$ cat src/common/sdram_pkg.sv
`default_nettype none

// bank geometry and the request/response records seen by the array
package sdram_pkg;

    localparam int bank_aw = 12;  // word address bits
    localparam int bank_dw = 16;  // word width
    localparam int bank_mw = bank_dw / 8;  // one mask bit per byte

    // one access presented to the bank on the start cycle
    typedef struct packed {
        logic [bank_aw-1:0] addr;
        logic [bank_dw-1:0] data;  // write data, ignored on reads
        logic [bank_mw-1:0] mask;  // upper bit selects bits 15:8
        logic               we;
    } bank_req_t;

    // registered read word, held until the next access
    typedef struct packed {
        logic [bank_dw-1:0] data;
    } bank_rsp_t;

endpackage

`default_nettype wire

$ cat src/common/rom_map_pkg.sv
`default_nettype none

// layout of the downloaded ROM image and where each region lands in the bank
package rom_map_pkg;

    import sdram_pkg::*;

    localparam int ioctl_aw = 16;  // host byte address width

    // first byte of the image picks one of these
    localparam logic [7:0] game_default = 8'd0;
    localparam logic [7:0] game_alt     = 8'd1;

    // region lengths in bytes
    localparam logic [15:0] cpu_len_default = 16'd2048;
    localparam logic [15:0] pcm_len_default = 16'd1024;
    localparam logic [15:0] cpu_len_alt     = 16'd1024;
    localparam logic [15:0] pcm_len_alt     = 16'd2048;

    localparam logic [ioctl_aw-1:0] rom_base = 16'd1;  // cpu region, pcm follows it

    // word offsets of the regions inside the bank
    localparam logic [bank_aw-1:0] cpu_word_offs = bank_aw'(0);
    localparam logic [bank_aw-1:0] pcm_word_offs = bank_aw'(1024);

    // one byte write from the loader, byte copied into both halves
    typedef struct packed {
        logic [bank_aw-1:0] addr;
        logic [bank_dw-1:0] data;
        logic [bank_mw-1:0] mask;  // 2'b10 even offset, 2'b01 odd offset
    } prog_wr_t;

endpackage

`default_nettype wire

$ cat src/sdram/sdram_sched.sv
`timescale 1ns/1ps
`default_nettype none

module sdram_sched
    import sdram_pkg::*;
    import rom_map_pkg::*;
#(
    parameter int AW = bank_aw
) (
    input  wire logic          CLK,
    input  wire logic          rst,
    input  wire logic          downloading,
    input  wire prog_wr_t      prog,
    input  wire logic          prog_we,
    output logic               prog_rdy,
    input  wire logic [1:0]    rd_req,
    input  wire logic [AW-1:0] rd_addr0,
    input  wire logic [AW-1:0] rd_addr1,
    output logic [1:0]         rd_done,
    output logic               start,
    input  wire logic          done,
    output bank_req_t          bank_req
);

    typedef enum logic [1:0] {
        st_idle,
        st_busy,
        st_finish
    } state_e;

    typedef enum logic [1:0] {
        own_prog,
        own_rd0,
        own_rd1
    } owner_e;

    state_e state;
    owner_e owner;  // who holds the bank for this access
    owner_e pick;
    logic   req_any;

    // loader alone during download and cpu ahead of pcm after it
    always_comb begin
        req_any = 1'b1;
        pick    = own_prog;
        if (downloading)
            req_any = prog_we;
        else if (rd_req[0])
            pick = own_rd0;
        else if (rd_req[1])
            pick = own_rd1;
        else
            req_any = 1'b0;
    end

    assign start = (state == st_idle) && req_any;

    // only sampled by the array on the start cycle
    always_comb begin
        case (pick)
            own_prog: bank_req = '{addr: prog.addr, data: prog.data, mask: prog.mask, we: 1'b1};
            own_rd0:  bank_req = '{addr: bank_aw'(rd_addr0), data: '0, mask: '0, we: 1'b0};
            default:  bank_req = '{addr: bank_aw'(rd_addr1), data: '0, mask: '0, we: 1'b0};
        endcase
    end

    always_ff @(posedge CLK) begin
        if (rst) begin
            state <= st_idle;
            owner <= own_prog;
        end else begin
            case (state)
                st_idle: begin
                    if (start) begin
                        state <= st_busy;
                        owner <= pick;
                    end
                end
                st_busy: begin
                    if (done)
                        state <= st_finish;  // read word already registered
                end
                st_finish: state <= st_idle;
                default:   state <= st_idle;
            endcase
        end
    end

    assign prog_rdy   = (state == st_finish) && (owner == own_prog);
    assign rd_done[0] = (state == st_finish) && (owner == own_rd0);
    assign rd_done[1] = (state == st_finish) && (owner == own_rd1);

    // a timer completion has to land on the access that is waiting for it
    a_done_busy: assert property (@(posedge CLK) disable iff (rst)
        done |-> state == st_busy)
        else $error("latency timer finished while no access was running");

endmodule

`default_nettype wire

$ cat config.mk
export PLATFORM = sky130hd
export DESIGN_NAME = sdram_sched
export DESIGN_NICKNAME = d
export VERILOG_FILES = /design/src/common/sdram_pkg.sv /design/src/common/rom_map_pkg.sv /design/src/sdram/sdram_sched.sv
export SDC_FILE = /design/constraint.sdc
export NUM_CORES = 1
export LEC_CHECK = 0
export ABC_CLOCK_PERIOD_IN_PS = 1650
export BUFFER_PORTS_ARGS = -buffer_cell sky130_fd_sc_hd__buf_2
export CORE_UTILIZATION = 32
export DETAILED_ROUTE_END_ITERATION = 7
export HOLD_SLACK_MARGIN = 0.08
export PLACE_DENSITY = 0.85
export SLEW_MARGIN = 30
export SYNTH_ARGS = -nofsm -noshare
export SYNTH_HDL_FRONTEND = slang
export SYNTH_SLANG_ARGS = --single-unit
$ cat constraint.sdc
create_clock -name CLK -period 1.65 [get_ports CLK]
set_input_delay 0.2475 -clock CLK [delete_from_list [all_inputs] [get_ports CLK]]
set_output_delay 0.2475 -clock CLK [all_outputs]
set_load 0.05 [all_outputs]
Word-level counts from Yosys, hierarchy flattened

Index checks and enable logic that the tools add are counted.

Reduce and logical (&&, ||, !) cells: 9
Muxes and demuxes: 10
Eq/ne operators: 7

Operators with widths:

| operator             | number |
|---|---|
| $pmux W31 S2         | 1 |
| $mux W2              | 5 |
| $eq A2 B1 Y1 const B | 3 |
| $logic_not A2 Y1     | 3 |
| $eq A2 B2 Y1 const B | 2 |
| $logic_and A1 B1 Y1  | 4 |
| $ne A2 B2 Y1 const B | 2 |
| $pmux W2 S2          | 1 |
| $reduce_and A2 Y1    | 2 |
| $mux W1              | 3 |

Output and inout bits: 35
Bits of input ports: 61
Register bits after elaboration: 4
Logic and storage cells: 28

Logic depth before layout (Yosys ltp)

Word-level depth: 6
Mapped depth: 5
Gate-level depth less buffers: 3

Worst setup path after synthesis

Ideal clock, no wire load.

Kind: flip-flop to output port
From: reg owner[0]
To: out prog_rdy
Path buffers: 0
Setup slack: -0.592 ns
Cell stages (with the launch flop): 2
Data arrival time: 1.994 ns
Data required time: 1.402 ns
Cells stage by stage: dfxtp_1 nor4b_1

Cells in the longest elaborated chain, start to end: 2

Ends and longest elaborated chain:

| element                | line              | RTL |
|---|---|---|
| from (decl)            | sdram_sched.sv:38 | `owner_e owner;` |
| from (signal assigned) | sdram_sched.sv:70 | `owner <= own_prog;` |
| from (signal assigned) | sdram_sched.sv:76 | `owner <= pick;` |
| $logic_not A2 Y1       | sdram_sched.sv:89 | `assign prog_rdy = (state == st_finish) && (owner == own_prog);` |
| $logic_and A1 B1 Y1    | sdram_sched.sv:89 |  |
| to (decl)              | sdram_sched.sv:15 | `output logic prog_rdy,` |

Every way passes these cells.

Final worst setup path

From: reg state[0]
To: out start

Cells in the longest elaborated chain, start to end: 2

Ends and longest elaborated chain:

| element                | line              | RTL |
|---|---|---|
| from (decl)            | sdram_sched.sv:37 | `state_e state;` |
| from (signal assigned) | sdram_sched.sv:69 | `state <= st_idle;` |
| from (signal assigned) | sdram_sched.sv:75 | `state <= st_busy;` |
| from (signal assigned) | sdram_sched.sv:81 | `state <= st_finish;` |
| $logic_not A2 Y1       | sdram_sched.sv:56 | `assign start = (state == st_idle) && req_any;` |
| $logic_and A1 B1 Y1    | sdram_sched.sv:56 |  |
| to (decl)              | sdram_sched.sv:20 | `output logic start,` |

Every way passes these cells.

==> results.cfg <==
[status]
status = finished, final reports clean

[job]
max_cap_viol_count = 0

[clock_tree]
hold_buffers = 0
clk_pin_slew_ns = 0.04
post_cts.repair.setup_buffers = 0
cts_resized = 0
cts_htree_levels = 1
cts.sinks = 4
cts_root_buf = clkbuf_4
clockBufferDepth = 2
cts_tree = done
numCtsBuffers = 3
clk_latency_ns = 0.23

[setup_path]
critPathArrivalTime_ns = 1.34
slowest_stage = dfxtp_1
cp_data_required_time_ns = 1.40
path_class = flop to output pin
regToRegSetupSlack_ns = 0.58
slowest_delay_ns = 0.34
end_kind = output pin
cp-start-kind = flop
crit_chain = nor2_1 > o211a_1 > buf_2
cp_max_fo = 6

[cells_and_area]
drive_above_1_share = 0.607
diodes = 0
postLayoutCellArea_sq_um = 1270
layout_commonest_cell = buf_2
syn2layout_area_growth_pct = 89.7
finalNetCount = 259
most-common-layout-cells = buf_2 (95), and2_1 (18), nor2b_1 (13), a21oi_1 (13), a22oi_1 (12)

[drt]
drc = 0
vias = 1134
drt_pre_antenna_iters = 4
avgRoutedWirePerCell_um = 12.4
drt-total-wl_um = 2770
drt-initial-drc-count = 17
drtAntennaViolNets = 0
avgViaCountPerCell = 5.09

[power]
peakVddDrop_v = 0.000313
finalPower_uw = 768
powerDensity_nw_per_um2 = 606
leakagePower_nw = 0.676

[timing]
finalCritPeriodShare = 0.965
rsz0062_at_grt = false
finClkSkew_ns = 0.000855
setup_viol = 0
setup_ws_ns = 0.0577
drv_slew = 0
hold-worst-slack_ns = 0.223
relSlewSlack = 0.811
timing.final.hold_violations = 0
worst_pin_slew_ns = 0.283
fmax_mhz = 628
period_needed_ns = 1.59
finalSetupTns_ns = 0

[synthesis]
synth_nets = 157
yosysUniqueCellTypes = 26
yosys_warnings = 0
synth_area_sq_um = 668
syn_inst = 96
post_synth.cell_area_avg_sq_um = 6.96
synth_seq_cells = 4
ys_seq_area_frac = 0.120

[floorplan]
die_height_um = 47.7
io_pins = 96
dieArea_sq_um = 2270
num_rows = 16
start_util = 0.341
core_sq_um = 1960
die_x_um = 47.7

[global_route]
grt_max_degree = 20
grt_first_pass_wirelength_um = 3730
gr-total-overflow = 0
antenna_found_initial = 0
grt_pass1_vias = 945
grt_usage = 0.228

[placed_design]
hpwl_um = 2360
place_area_sq_um = 1240
place_congestion = 0.772
dp_slack_ns = 0.105
port_buffers = 95

[hold_path]
hold_path.class = primary input to flop
-- state kept, by name (all words and copies together) (netlist names) --
register	cells
owner	2
state	2
-- stage by stage --
stage	std cells	utilization
floorplan	96	-
global placement	220	0.635
detailed placement	220	0.635
CTS	223	0.646
global route	223	0.646
finish	223	0.646
-- report_power, final --
part           internal, mW  switching, mW  total [mW]
sequential            0.105         0.0103       0.115
combinational         0.176          0.358       0.533
clock                0.0812         0.0384       0.120
total                 0.362          0.407       0.768
-- path summary, 6_finish.rpt --
| path | to | cells after the start | startpoint |
|---|---|---|---|
| setup / recovery | start | 3 | state[0] |
| hold / removal | owner[1] | 2 | rst |
| setup reg to reg | owner[1] | 3 | state[0] |
| hold reg to reg | state[1] | 1 | state[1] |
-- logic make-up after synthesis --
kind of cell           after synthesis  share of synthesized area
AOI/OAI and AO/OA                   42                      0.386
buffers and inverters                7                     0.0655
DFF                                  4                      0.120
muxes                                1                     0.0150
and+or+nand+nor                     42                      0.414
-- synthesized netlist by cell type --
library cell	number	share of area
nor4b_1	1	0.013
buf_6	1	0.017
nor2b_1	13	0.12
o21ba_1	1	0.015
clkbuf_1	2	0.011
buf_4	2	0.022
nor3b_1	1	0.011
nor2b_2	1	0.013
a22oi_1	12	0.13
or2_0	1	0.0094
a21oi_1	13	0.097
o21ai_1	3	0.022
dfxtp_1	4	0.12
buf_2	2	0.015
nand3b_1	1	0.011
a31oi_1	1	0.0094
and2_1	18	0.17
nor2_1	1	0.0056
nand2_1	1	0.0056
o21ai_0	9	0.067
nor4bb_1	3	0.045
o211a_1	1	0.015
mux2i_1	1	0.015
a311oi_1	1	0.013
o21bai_1	1	0.011
nand2b_1	1	0.0094
-- critical path, delay by kind of cell, from the launching register on --
kind / cells / cell delay [ns]
DFF: 1 / 0.34
and+or+nand+nor: 1 / 0.27
buffers and inverters: 1 / 0.27
AOI/OAI and AO/OA: 1 / 0.23
-- layer usage --
metal / wire (um) / GRT usage
met2: 1540 / 0.470
met1: 974 / 0.225
met4: 19 / 0.0667
met3: 230 / 0.0377
met5: 0 / 0
-- cell type report --
| class | instances | area (sq um) |
|---|---|---|
| Sequential cell | 4 | 80.1 |
| Clock buffer | 3 | 22.5 |
| Tap cell | 27 | 33.8 |
| Timing Repair Buffer | 104 | 543 |
| Multi-Input combinational cell | 85 | 588 |
| Fill cell | 192 | 694 |
Note: power is estimated with default switching activity, not from simulation.
