File: src/common/sdram_pkg.sv
`default_nettype none

// bank geometry and the request/response records seen by the array
package sdram_pkg;

    localparam int bank_aw = 12;  // word address bits
    localparam int bank_dw = 16;  // word width
    localparam int bank_mw = bank_dw / 8;  // one mask bit per byte

    // one access presented to the bank on the start cycle
    typedef struct packed {
        logic [bank_aw-1:0] addr;
        logic [bank_dw-1:0] data;  // write data, ignored on reads
        logic [bank_mw-1:0] mask;  // upper bit selects bits 15:8
        logic               we;
    } bank_req_t;

    // registered read word, held until the next access
    typedef struct packed {
        logic [bank_dw-1:0] data;
    } bank_rsp_t;

endpackage

`default_nettype wire

File: src/common/rom_map_pkg.sv
`default_nettype none

// layout of the downloaded ROM image and where each region lands in the bank
package rom_map_pkg;

    import sdram_pkg::*;

    localparam int ioctl_aw = 16;  // host byte address width

    // first byte of the image picks one of these
    localparam logic [7:0] game_default = 8'd0;
    localparam logic [7:0] game_alt     = 8'd1;

    // region lengths in bytes
    localparam logic [15:0] cpu_len_default = 16'd2048;
    localparam logic [15:0] pcm_len_default = 16'd1024;
    localparam logic [15:0] cpu_len_alt     = 16'd1024;
    localparam logic [15:0] pcm_len_alt     = 16'd2048;

    localparam logic [ioctl_aw-1:0] rom_base = 16'd1;  // cpu region, pcm follows it

    // word offsets of the regions inside the bank
    localparam logic [bank_aw-1:0] cpu_word_offs = bank_aw'(0);
    localparam logic [bank_aw-1:0] pcm_word_offs = bank_aw'(1024);

    // one byte write from the loader, byte copied into both halves
    typedef struct packed {
        logic [bank_aw-1:0] addr;
        logic [bank_dw-1:0] data;
        logic [bank_mw-1:0] mask;  // 2'b10 even offset, 2'b01 odd offset
    } prog_wr_t;

endpackage

`default_nettype wire

File: src/rom_loader.sv
`timescale 1ns/1ps
`default_nettype none

module rom_loader
    import sdram_pkg::*;
    import rom_map_pkg::*;
(
    input  wire logic                CLK,
    input  wire logic                rst,
    input  wire logic [ioctl_aw-1:0] ioctl_addr,
    input  wire logic [7:0]          ioctl_dout,
    input  wire logic                ioctl_wr,
    output prog_wr_t                 prog,
    output logic                     prog_we,
    input  wire logic                prog_rdy,
    output logic [7:0]               game
);

    logic [15:0]         cpu_len;
    logic [15:0]         pcm_len;
    logic [ioctl_aw-1:0] pcm_base;
    logic [ioctl_aw-1:0] rom_end;
    logic                is_game;
    logic                is_cpu;
    logic                is_pcm;
    logic [ioctl_aw-1:0] reg_offs;
    logic [bank_aw-1:0]  word_addr;

    // region bounds follow the layout latched from byte 0
    assign cpu_len  = (game == game_alt) ? cpu_len_alt : cpu_len_default;
    assign pcm_len  = (game == game_alt) ? pcm_len_alt : pcm_len_default;
    assign pcm_base = rom_base + cpu_len;
    assign rom_end  = pcm_base + pcm_len;

    assign is_game = ioctl_addr == '0;
    assign is_cpu  = ioctl_addr >= rom_base && ioctl_addr < pcm_base;
    assign is_pcm  = ioctl_addr >= pcm_base && ioctl_addr < rom_end;

    // byte offset inside its own region
    assign reg_offs  = is_cpu ? ioctl_addr - rom_base : ioctl_addr - pcm_base;
    assign word_addr = reg_offs[bank_aw:1] + (is_cpu ? cpu_word_offs : pcm_word_offs);

    always_ff @(posedge CLK) begin
        if (rst) begin
            prog_we <= 1'b0;
            game    <= game_default;
        end else if (ioctl_wr) begin
            if (is_game)
                game <= ioctl_dout;  // layout byte, never written to the bank
            else if (is_cpu || is_pcm)
                prog_we <= 1'b1;
        end else if (prog_rdy) begin
            prog_we <= 1'b0;
        end
    end

    // write payload, bytes past the pcm end are dropped
    always_ff @(posedge CLK) begin
        if (ioctl_wr && (is_cpu || is_pcm)) begin
            prog.addr <= word_addr;
            prog.data <= {2{ioctl_dout}};
            prog.mask <= reg_offs[0] ? 2'b01 : 2'b10;  // even byte goes high
        end
    end

    // host spacing must cover the whole bank write
    a_no_overrun: assert property (@(posedge CLK) disable iff (rst)
        ioctl_wr |-> !prog_we || prog_rdy)
        else $error("download byte arrived while a bank write was pending");

endmodule

`default_nettype wire

File: config.mk
export PLATFORM = sky130hd
export DESIGN_NAME = rom_loader
export DESIGN_NICKNAME = d
export VERILOG_FILES = /design/src/common/sdram_pkg.sv /design/src/common/rom_map_pkg.sv /design/src/rom_loader.sv
export SDC_FILE = /design/constraint.sdc
export NUM_CORES = 1
export LEC_CHECK = 0
export ABC_AREA = 0
export BUFFER_PORTS_ARGS = -buffer_cell sky130_fd_sc_hd__clkbuf_2
export CORE_ASPECT_RATIO = 1.75
export CORE_UTILIZATION = 25
export CTS_BUF_LIST = sky130_fd_sc_hd__clkbuf_8
export DETAILED_ROUTE_END_ITERATION = 8
export GPL_ROUTABILITY_DRIVEN = 0
export GPL_TIMING_DRIVEN = 0
export PLACE_DENSITY = 0.52
export SKIP_CTS_REPAIR_TIMING = 1
export SLEW_MARGIN = 20
export SYNTH_ARGS = -nofsm -noshare
export SYNTH_HDL_FRONTEND = slang
export SYNTH_SLANG_ARGS = --single-unit
File: constraint.sdc
create_clock -name CLK -period 2.69 [get_ports CLK]
set_input_delay 0 -clock CLK [delete_from_list [all_inputs] [get_ports CLK]]
set_output_delay 0 -clock CLK [all_outputs]
set_load 0.01 [all_outputs]
After elaboration in Yosys (flattened, before gate mapping). Cells that the tools add are included.

Muxes and demuxes: 9. Add/sub/neg operators: 5. Magnitude comparators: 4. Equality and inequality tests: 3. Reduce and logical (&&, ||, !) cells: 8.

Operator list (count): two-way mux 12 bit (2); greater-or-equal comparator 16 x 1 -> 1 bit, second input constant (1); greater-or-equal comparator 16 x 13 -> 1 bit (1); logical NOT 16 bit (1); less-than comparator 16 x 13 -> 1 bit (1); less-than comparator 16 x 14 -> 1 bit (1); adder 13 x 12 -> 14 bit (1); adder 1 x 12 -> 13 bit, first input constant (1); two-way mux 13 bit (1); subtractor 13 x 1 -> 13 bit, second input constant (1); subtractor 13 bit (1); adder 12 x 11 -> 12 bit (1); two-way mux 11 bit (1); equality test 8 x 1 -> 1 bit, second input constant (1); two-way mux 1 bit (4); logical AND 1 bit (3); AND reduction 3 bit (1); two-way mux 2 bit (1); != test 2 x 1 -> 1 bit, second input constant (1); != test 2 bit, second input constant (1); AND reduction 2 bit (1); nonzero test 2 bit (1); logical OR 1 bit (1).

Output and inout port bits: 39. Register bits: 39.

Longest topological paths before layout. Gate-level depths: netlist (run 1).

Depth in word-level cells: 10. Gate-level depth with buffers: 14. Gate-level depth less buffers: 14.

Worst setup path before layout (run 1). OpenSTA, ideal clock, no wires.

Path type: flip-flop to flip-flop. Start: register game[7]. End: register prog[0] (netlist name), enable pin. Path slack: -341 ps. Library setup time: 404 ps. Clock period less this slack: 3031 ps. Buffers on the path: 0. Data arrival time: 2627 ps. Stages on the path, launching flop included: 9. Path through: dfxtp_1 -> nor4b_1 -> nand2_1 -> inv_1 -> ha_1 -> a21oi_1 -> nand2_1 -> or2_4 -> o31ai_2.

Word-level cells in the longest chain between the ends: 8. Elaborated cells on any way between the ends: 12. Those cells by class: add/sub: 2; order compare: 3; eq/ne: 1; mux: 2; reduce/logical: 4.

RTL lines: start: declaration (line rom_loader.sv:16) `output logic [7:0] game`; start signal: assignment (line rom_loader.sv:46) `game <= game_default;`; start signal: assignment (line rom_loader.sv:49) `game <= ioctl_dout;`; equality test 8 x 1 -> 1 bit (*) (line rom_loader.sv:30, rom_loader.sv:31); two-way mux 12 bit (line rom_loader.sv:30) `assign cpu_len = (game == game_alt) ? cpu_len_alt : cpu_len_default;`; adder 1 x 12 -> 13 bit (line rom_loader.sv:32) `assign pcm_base = rom_base + cpu_len;`; adder 13 x 12 -> 14 bit (line rom_loader.sv:33) `assign rom_end = pcm_base + pcm_len;`; less-than comparator 16 x 14 -> 1 bit (line rom_loader.sv:37) `assign is_pcm = ioctl_addr >= pcm_base && ioctl_addr < rom_end;`; logical AND 1 bit (line rom_loader.sv:37); logical OR 1 bit (*) (line rom_loader.sv:59) `if (ioctl_wr && (is_cpu || is_pcm)) begin`; logical AND 1 bit (*) (line rom_loader.sv:59); end: declaration (line rom_loader.sv:13) `output prog_wr_t prog,`.

Every way passes the cells marked *; elsewhere a longest branch is shown, timed or not. A chain may end at the register's enable or synchronous reset.

Worst setup path in the final report (run 1).
Start: register game[7]. End: register prog[29] (netlist name) (data pin).

Word-level cells in the longest chain between the ends: 7. Elaborated cells on any way between the ends: 9. Those cells by class: add/sub: 3; order compare: 1; eq/ne: 1; mux: 3; reduce/logical: 1.

RTL lines: equality test 8 x 1 -> 1 bit (*) (line rom_loader.sv:30); two-way mux 12 bit (*) (line rom_loader.sv:30); adder 1 x 12 -> 13 bit (*) (line rom_loader.sv:32); less-than comparator 16 x 13 -> 1 bit (line rom_loader.sv:36) `assign is_cpu = ioctl_addr >= rom_base && ioctl_addr < pcm_base;`; logical AND 1 bit (line rom_loader.sv:36); two-way mux 13 bit or two-way mux 11 bit (tied branches) (line rom_loader.sv:40, rom_loader.sv:41); adder 12 x 11 -> 12 bit (*) (line rom_loader.sv:41) `assign word_addr = reg_offs[bank_aw:1] + (is_cpu ? cpu_word_offs : pcm_word_offs);`; net word_addr[11] (line rom_loader.sv:27) `logic [bank_aw-1:0] word_addr;`.

The timed path passes the listed nets; every way through them passes the cells marked *.

==> impl_results.md, run 1 <==
- Async SR Flop Fraction: 0
- Die span in y: 106 µm
- Hold path cells: 3
- CTS Buffer Depth: 2
- Worst Path Class, Setup: flop to flop
- CP max stage cell: dfxtp_4
- Diode count: 0
- Reg2Reg Setup Slack: -240 ps
- Drc violations: 0
- Core Footprint: 5930 µm²
- CP arrival: 2960 ps
- Violations in the final reports: negative hold slack, negative setup slack
- Synth Instances: 135
- Final non-filler cell total: 298
- Max_cap viols: 0
- CP peak stage delay: 360 ps
- Cells after DPL: 277
- Post-synthesis sequential area ratio: 0.546
- Top Metal Used: met4
- GRT overflow: 0
- Crit path max fanout: 4
- Worst-margin pin slew: 1060 ps
- Global-route wire length before repair: 5310 µm
- Worst setup margin: -239 ps
- Vias in the first global route: 1161
- R2R depth: 14
- Crit-path cells: nor4b_4 > nand2_2 > inv_2 > ha_4 > a21oi_2 > nand2_1 > or2_4 > o21ai_4 > ha_4 > a21oi_2 > xnor2_1 > ha_2 > xnor2_2 > xnor2_1
- Dpl hpwl: 2820 µm
- Root buf cell: clkbuf_8
- # nets final: 254
- Skew final: 6.50 ps
- Initial antenna violation count: 0
- Critical path startpoint: game[7]
- All-Layer GR Usage: 0.115
- Slew Limit Fails: 0
- Power density over the cells: 487 nW/µm²
- Cell area after synthesis: 1540 µm²
- Dpl ws: -375 ps
- Crit Reg-Reg Endpoint: prog[29]
- # port buffers: 64
- Starting Density: 0.260
- Leak: 0.946 nW
- Final WL: 3670 µm
- Mean Syn Cell Area: 11.4 µm²
- RR Startpoint: game[7]
- CTS tree: built
- Via count: 1308
- M1 WL: 1400 µm
- Total power after layout: 1.12 mW
- Hold Path Class: input port to flop
- Synth Register Bits: 31
- Synth cell types: 35
- Met3 wire length: 144 µm
- # clock sinks: 31
- Req. time, crit path: 2730 ps
- # IOs: 67
- Number of vias per cell: 4.39
- Syn nets: 170
- Synth Warn #: 0
- Area Overhead vs Synth: 48.6%
- RSZ-0062 raised after global routing: yes
- Drt pass-1 iters: 4
- Rows: 37
- Die area: 6490 µm²
- Chip width: 61.3 µm
- Share of cells above drive strength 1: 0.486
- Crit. End Element: flop
- F_max: 341 MHz
- Status: complete, but fails checks
- Top FF cell, synth: edfxtp_1
- Clk_lat worst skew: 280 ps
- Ratio of final minimum period to clock period: 1.09
- Slew margin rel.: 0.293
- FILL cells: 639
- H-tree depth: 2
- TritonCTS Buffers: 5
- # setup viols final: 24
- WL met2: 2050 µm
- Wirelength per Cell: 12.3 µm
- Final Critical Period: 2930 ps
- Setup crit end: prog[29]
- Worst VDD drop: 219 µV
- DRT antenna net count: 0
- Startpoint types: flop
- Hold_ws: -7.57 ps
- Number of synthesized flops with an enable pin: 22
- Pin count of the biggest net entering global routing: 23
- 1st-iter DRT viols: 20
- Fin. Hold Viols: 1
- Worst-path clk slew: 70 ps
==> power by group <==
group          switching, mW  internal, mW
clock network          0.176         0.299
logic                 0.0618        0.0572
registers            0.00190         0.519
total                  0.239         0.876
==> how the worst min path moves through the flow <==
stage,to,from,slack [ps]
after floorplan,prog[10],ioctl_dout[0],100
final,prog_we,prog_rdy,-8
after CTS,prog[12],ioctl_dout[2],-100
after detailed placement,prog[14],ioctl_dout[4],200
after global routing,prog_we,prog_rdy,2
after global placement,prog[14],ioctl_dout[4],200
==> sequential cells by signal, summed over array words and instances, names as in the netlist <==
name     flops
game         8
prog_we      1
prog        22
==> cells by family (layout without fill, tap and decap cells) <==
group	Yosys count	after routing	share of synthesized area
XOR/XNOR	9	9	0.0512
AO/OA/AOI/OAI	33	33	0.136
adder cells (fa/ha/maj)	7	7	0.0569
buffers and inverters	18	103	0.0642
AND/OR/NAND/NOR	37	37	0.145
flip-flops	31	31	0.546
==> area by class of cell <==
cell class / instances / area (µm²) / area share
plain buffers: 12 / 76.3 / 0.0334
clock buffers: 6 / 82.6 / 0.0361
clock inverters: 2 / 35.0 / 0.0153
inverters: 6 / 22.5 / 0.00984
multi-input cells: 86 / 687 / 0.300
flip-flops and latches: 31 / 847 / 0.370
well taps: 78 / 97.6 / 0.0426
repair buffers: 77 / 440 / 0.192
==> metal layers <==
metal / up-vias / global-route usage
li1: 662 / -
met1: 603 / 0.111
met2: 38 / 0.207
met3: 5 / 0.0221
met4: 0 / 0.0762
met5: - / 0
==> per-stage QoR <==
stage / TNS [ps] / cell area [µm²] / util / hold WS, ps
floorplan: -75.9 / 1560 / - / 98.9
global placement: -7430 / 1980 / 0.334 / 198
detailed placement: -7580 / 1980 / 0.334 / 200
CTS: -7810 / 2100 / 0.354 / -101
global route: -8940 / 2290 / 0.386 / 1.57
finish: -4010 / 2290 / 0.386 / -7.57
==> critical path, delay by kind of cell (launching register included) <==
kind	cells	cell delay, ps
AO/OA/AOI/OAI	3	420
adder cells (fa/ha/maj)	3	620
XOR/XNOR	3	340
flip-flops	1	360
buffers and inverters	1	90
AND/OR/NAND/NOR	4	840
==> cells in the mapped netlist (all sizes together), types with 3 or more instances <==
master	instances	share of area
inv	6	0.015
dfxtp	9	0.12
nand2	10	0.024
clkbuf	3	0.0073
buf	9	0.042
nor4	5	0.034
ha	7	0.057
xor2	4	0.023
nor2	4	0.0097
nand3	11	0.036
o21ai	12	0.039
xnor2	5	0.028
a21oi	11	0.043
edfxtp	22	0.43
==> layout by cell type (no fill, tap or decap), types with 2 or more instances in the layout <==
cell	n
a21oi_1	8
a21oi_2	2
a31oi_1	2
buf_4	12
clkbuf_1	3
clkbuf_2	64
clkbuf_8	6
dfxtp_1	6
dfxtp_2	2
dlygate4sd3_1	9
edfxtp_1	22
ha_1	4
ha_4	2
inv_1	5
nand2_1	9
nand3_1	11
nor2_1	4
nor4_1	2
nor4_2	2
o21ai_1	10
xnor2_1	4
xor2_1	4
(Power assumes the default switching activity.)
==> run 2, diff against run 1 <==
--- a/config.mk
+++ b/config.mk
@@ -7,13 +7,15 @@
 export LEC_CHECK = 0
 export ABC_AREA = 0
 export BUFFER_PORTS_ARGS = -buffer_cell sky130_fd_sc_hd__clkbuf_2
+export CELL_PAD_IN_SITES_DETAIL_PLACEMENT = 1
+export CELL_PAD_IN_SITES_GLOBAL_PLACEMENT = 2
 export CORE_ASPECT_RATIO = 1.75
 export CORE_UTILIZATION = 25
 export CTS_BUF_LIST = sky130_fd_sc_hd__clkbuf_8
 export DETAILED_ROUTE_END_ITERATION = 8
 export GPL_ROUTABILITY_DRIVEN = 0
 export GPL_TIMING_DRIVEN = 0
-export PLACE_DENSITY = 0.52
+export PLACE_DENSITY = 0.77
 export SKIP_CTS_REPAIR_TIMING = 1
 export SLEW_MARGIN = 20
 export SYNTH_ARGS = -nofsm -noshare
==> impl_results.md, run 2 (same netlist as run 1, synthesis figures left out) <==
- Hold Path Class: input port to flop
- DRT antenna net count: 0 (unchanged)
- Share of cells above drive strength 1: 0.493 (+0.00691)
- CTS Buffer Depth: 2 (unchanged)
- Power density over the cells: 445 nW/µm² (-8.6%)
- CP arrival: 2990 ps (+30 ps)
- Crit path max fanout: 4 (unchanged)
- Dpl ws: -435 ps (-59.8 ps)
- Largest regs: prog: 22 flops, game: 8 flops, prog_we: 1 flops
- RR Startpoint: game[7]
- Clk_lat worst skew: 270 ps (about the same)
- Storage cell area: 847 µm² (unchanged)
- Slew margin rel.: 0.598 (+0.304)
- # setup viols final: 2 (-92%)
- Hold_ws: 31.8 ps (+39.4 ps)
- Skew final: 2.43 ps (-4.07 ps)
- Crit. End Element: flop
- FILL cells: 721 (+13%)
- Initial antenna violation count: 0 (unchanged)
- Diode count: 0 (unchanged)
- Max reg flops: 22 (unchanged)
- Rows: 37 (unchanged)
- Slew Limit Fails: 0 (unchanged)
- Vias in the first global route: 1317 (+13%)
- Die area: 6490 µm² (unchanged)
- H-tree depth: 2 (unchanged)
- Wirelength per Cell: 13.4 µm (+9.0%)
- # clock sinks: 31 (unchanged)
- Most common cell after layout, fill and taps aside: clkbuf_2
- Critical path startpoint: game[7]
- Area Overhead vs Synth: 47.8%
- Worst VDD drop: 206 µV (-6.1%)
- Highest-count cells in the layout ignoring fill and taps: clkbuf_2 (64), edfxtp_1 (22), buf_4 (14)
- Final Critical Period: 2970 ps (+38.1 ps)
- Chip width: 61.3 µm (unchanged)
- Largest register by flop count: prog
- Leak: 0.958 nW (+1.3%)
- Multi-input gate area: 676 µm² (-1.6%)
- HP Start: prog_rdy
- Ratio of final minimum period to clock period: 1.10 (+0.0142)
- Fin. Hold Viols: 0 (-1)
- Drc violations: 0 (unchanged)
- Root buf cell: clkbuf_8
- # port buffers: 64 (unchanged)
- RSZ-0062 raised after global routing: yes
- Die span in y: 106 µm (unchanged)
- Starting Density: 0.260 (unchanged)
- All-Layer GR Usage: 0.128 (+0.0125)
- Req. time, crit path: 2710 ps (-20 ps)
- Final WL: 4040 µm (+10%)
- F_max: 337 MHz (-1.3%)
- Pin count of the biggest net entering global routing: 23 (unchanged)
- Startpoint types: flop
- Status: complete, but fails checks
- Max_cap viols: 0 (unchanged)
- Worst-path clk slew: 70 ps (about the same)
- # IOs: 67 (unchanged)
- Post-layout util: 0.384 (-0.00190)
- Worst Path Class, Setup: flop to flop
- Dpl hpwl: 3060 µm (+8.7%)
- Number of vias per cell: 4.46 (+1.6%)
- GRT overflow: 0 (unchanged)
- CTS tree: built
- 1st-iter DRT viols: 22 (+10%)
- Drt pass-1 iters: 3 (-1)
- # nets final: 257 (+1.2%)
- Global-route wire length before repair: 6110 µm (+15%)
- Via count: 1342 (+2.6%)
- TritonCTS Buffers: 5 (unchanged)
- Violations in the final reports: negative setup slack
- Worst-margin pin slew: 599 ps (-462 ps)
- Core Footprint: 5930 µm² (unchanged)
- Worst setup margin: -277 ps (-38.1 ps)
run 2: cell types whose count changed in the layout (fill, tap and decap cells not counted):
cell / delta
nor4_4: +1
nor4_2: -1
buf_6: +1
o21ai_4: -1
o21ai_2: +1
ha_1: +1
dfxtp_1: -2
ha_4: -1
dfxtp_2: +3
inv_1: +1
bufinv_16: -1
buf_4: +2
dfxtp_4: -1
run 2: metal layers:
layer / part of all wire / vias to the layer above / track usage
met4: 0.014 / 0 / 0.0571
met5: 0 / - / 0
li1: - / 665 / -
met1: 0.36 / 645 / 0.130
met2: 0.60 / 30 / 0.239
met3: 0.028 / 2 / 0.0184
run 2: worst paths after layout:
path,endpoint,slack [ps],cells past startpoint
setup / recovery,prog[29],-280,14
hold reg to reg,game[0],500,2
setup reg to reg,prog[29],-280,14
hold / removal,prog_we,30,3
run 2: report_power, final:
group	switching [mW]	internal [mW]
Clock	0.167	0.202
Combinational	0.0637	0.0588
Sequential	0.00198	0.520
run 2: final cells by class:
cell class	count	area share
Clock inverter	2	0.00385
Sequential cell	31	0.372
Multi-Input combinational cell	86	0.297
Buffer	12	0.0335
Timing Repair Buffer	80	0.205
Tap cell	78	0.0429
Clock buffer	6	0.0363
Inverter	6	0.00989
run 2: critical path, cell delays in order, from the launching register on:
cell	delay, ps
dfxtp_2	340
nor4b_4	320
nand2_2	120
inv_2	90
ha_4	200
a21oi_2	140
nand2_1	100
or2_4	310
o21ai_2	140
ha_1	260
a21oi_2	150
xnor2_1	90
ha_2	200
xnor2_2	130
xnor2_1	120
run 2: stage by stage:
stage	area [µm²]	cells	power [mW]	setup TNS [ps]
2_1_floorplan	1560	135	0.587	-75.9
6_report	2280	301	1.01	-430
3_3_place_gp	1980	277	0.634	-6080
3_5_place_dp	1980	277	0.637	-7860
5_1_grt	2280	301	1.06	-1720
4_1_cts	2070	285	1.01	-7940
==> run 3, diff against run 2 <==
--- a/config.mk
+++ b/config.mk
@@ -16,8 +16,10 @@
 export GPL_ROUTABILITY_DRIVEN = 0
 export GPL_TIMING_DRIVEN = 0
 export PLACE_DENSITY = 0.77
+export RECOVER_POWER = 25
 export SKIP_CTS_REPAIR_TIMING = 1
 export SLEW_MARGIN = 20
 export SYNTH_ARGS = -nofsm -noshare
 export SYNTH_HDL_FRONTEND = slang
 export SYNTH_SLANG_ARGS = --single-unit
+export TNS_END_PERCENT = 30
==> impl_results.md, run 3 (same netlist as run 1, synthesis figures left out) <==
- Startpoint types: flop
- Starting Density: 0.260 (unchanged)
- FILL cells: 698 (-3.2%)
- RR Startpoint: game[2]
- F_max: 338 MHz (+0.41%)
- All-Layer GR Usage: 0.131 (+0.00332)
- Storage cell area: 843 µm² (-0.44%)
- CTS Buffer Depth: 2 (unchanged)
- # clock sinks: 31 (unchanged)
- R2R depth: 14 (unchanged)
- Status: complete, but fails checks
- Total power after layout: 1.09 mW (+7.6%)
- Slew Limit Fails: 0 (unchanged)
- # setup viols final: 2 (unchanged)
- Critical path startpoint: game[2]
- CP top delay family: simple AND/OR/NAND/NOR gates
- # IOs: 67 (unchanged)
- Worst-path clk slew: 60 ps (about the same)
- Crit-path cells: nor4b_4 > nand2_2 > inv_2 > ha_4 > a21oi_2 > nand2_1 > or2_4 > o21ai_2 > ha_1 > a21oi_2 > xnor2_1 > ha_2 > xnor2_2 > xnor2_1
- Setup crit end: prog[29]
- CP Depth: 14 (unchanged)
- Rows: 37 (unchanged)
- Crit. End Element: flop
- TritonCTS Buffers: 5 (unchanged)
- Drt pass-1 iters: 2 (-1)
- Setup TNS Final: -403 ps (+26.3 ps)
- Worst Path Class, Setup: flop to flop
- Leak: 0.923 nW (-3.7%)
- Hold Path Class: input port to flop
- # nets final: 258 (+0.39%)
- Skew final: 4.55 ps (+2.13 ps)
- Crit Reg-Reg Endpoint: prog[29]
- WP buf/inv: 1 (unchanged)
- DRT antenna net count: 0 (unchanged)
- Power density over the cells: 472 nW/µm² (+6.0%)
- Max reg flops: 22 (unchanged)
- CP arrival: 2980 ps (about the same)
- Highest-count cells in the layout ignoring fill and taps: clkbuf_2 (49), edfxtp_1 (22), clkbuf_1 (18)
- Drc violations: 0 (unchanged)
- Worst-margin pin slew: 592 ps (-6.31 ps)
- Worst setup margin: -265 ps (+12.2 ps)
- Number of vias per cell: 4.49 (+0.78%)
- # port buffers: 64 (unchanged)
- Core Footprint: 5930 µm² (unchanged)
- Clk_lat worst skew: 280 ps (about the same)
- Share of cells above drive strength 1: 0.429 (-0.0647)
- Cells after DPL: 277 (unchanged)
- Dpl hpwl: 3160 µm (+3.1%)
- Diode count: 0 (unchanged)
- Vias in the first global route: 1319 (+0.15%)
- Fin. Hold Viols: 1 (+1)
- RSZ-0062 raised after global routing: yes
- Global-route wire length before repair: 6110 µm (unchanged)
- Via count: 1357 (+1.1%)
- CP peak stage delay: 340 ps (about the same)
- Final WL: 4290 µm (+6.3%)
- Final non-filler cell total: 302 (+0.33%)
- Die area: 6490 µm² (unchanged)
- Reg2Reg Setup Slack: -260 ps (about the same)
- Die span in y: 106 µm (unchanged)
- Largest register by flop count: prog
- Ratio of final minimum period to clock period: 1.10 (-0.00455)
- Root buf cell: clkbuf_8
- Initial antenna violation count: 0 (unchanged)
- Multi-input gate area: 703 µm² (+4.1%)
- CP max stage cell: dfxtp_2
- Slew margin rel.: 0.602 (+0.00424)
- Area Overhead vs Synth: 50.2%
- Hold_ws: -4.16 ps (-35.9 ps)
- Crit path max fanout: 4 (unchanged)
- Most common cell after layout, fill and taps aside: clkbuf_2
- Req. time, crit path: 2720 ps (about the same)
- Final Critical Period: 2950 ps (-12.2 ps)
- 1st-iter DRT viols: 21 (-4.5%)
- H-tree depth: 2 (unchanged)
- Violations in the final reports: negative hold slack, negative setup slack
- Pin count of the biggest net entering global routing: 23 (unchanged)
- Worst VDD drop: 256 µV (+24%)
- GRT overflow: 0 (unchanged)
- Dpl ws: -555 ps (-120 ps)
- Wirelength per Cell: 14.2 µm (+6.0%)
- Hold path cells: 3 (unchanged)
- Largest regs: prog: 22 flops, game: 8 flops, prog_we: 1 flops
- CTS tree: built
- Max_cap viols: 0 (unchanged)
- Chip width: 61.3 µm (unchanged)
==> run 3: where the power goes <==
part	total, mW	internal (mW)	switching (mW)
sequential	0.522	0.520	0.00210
clock	0.442	0.271	0.171
combinational	0.128	0.0590	0.0688
==> run 3: worst register-to-register path, stage by stage, from the launching register on <==
cell	delay, ps
dfxtp_2	340
nor4b_4	310
nand2_2	120
inv_2	100
ha_4	210
a21oi_2	130
nand2_1	100
or2_4	300
o21ai_2	110
ha_1	280
a21oi_2	170
xnor2_1	90
ha_2	200
xnor2_2	130
xnor2_1	130
==> run 3: worst min-delay path by stage <==
stage	from	end	slack, ps
after floorplan	ioctl_dout[0]	prog[10]	100
after global placement	ioctl_dout[1]	prog[11]	200
after detailed placement	ioctl_dout[7]	prog[9]	200
after CTS	ioctl_dout[7]	prog[9]	-100
after global routing	prog_rdy	prog_we	2
final	prog_rdy	prog_we	-4
==> run 3: per-layer routing <==
layer	track usage	up-vias	share of wire
met4	0.0762	0	0.027
met1	0.125	646	0.35
met5	0	-	0
li1	-	669	-
met2	0.243	35	0.60
met3	0.0221	7	0.025
==> run 3: area by class of cell <==
type	count	share of cell area
buffer	12	0.0330
tap	78	0.0422
sequential	31	0.365
inverter	6	0.00973
clock inverter	3	0.0168
timing repair buffer	81	0.200
clock buffer	5	0.0297
multi-input combinational	86	0.304
==> run 3: metrics by stage <==
stage,cell area [µm²],util
2_1_floorplan,1550,-
3_3_place_gp,1970,0.332
3_5_place_dp,1970,0.332
4_1_cts,2070,0.350
5_1_grt,2310,0.390
6_report,2310,0.390
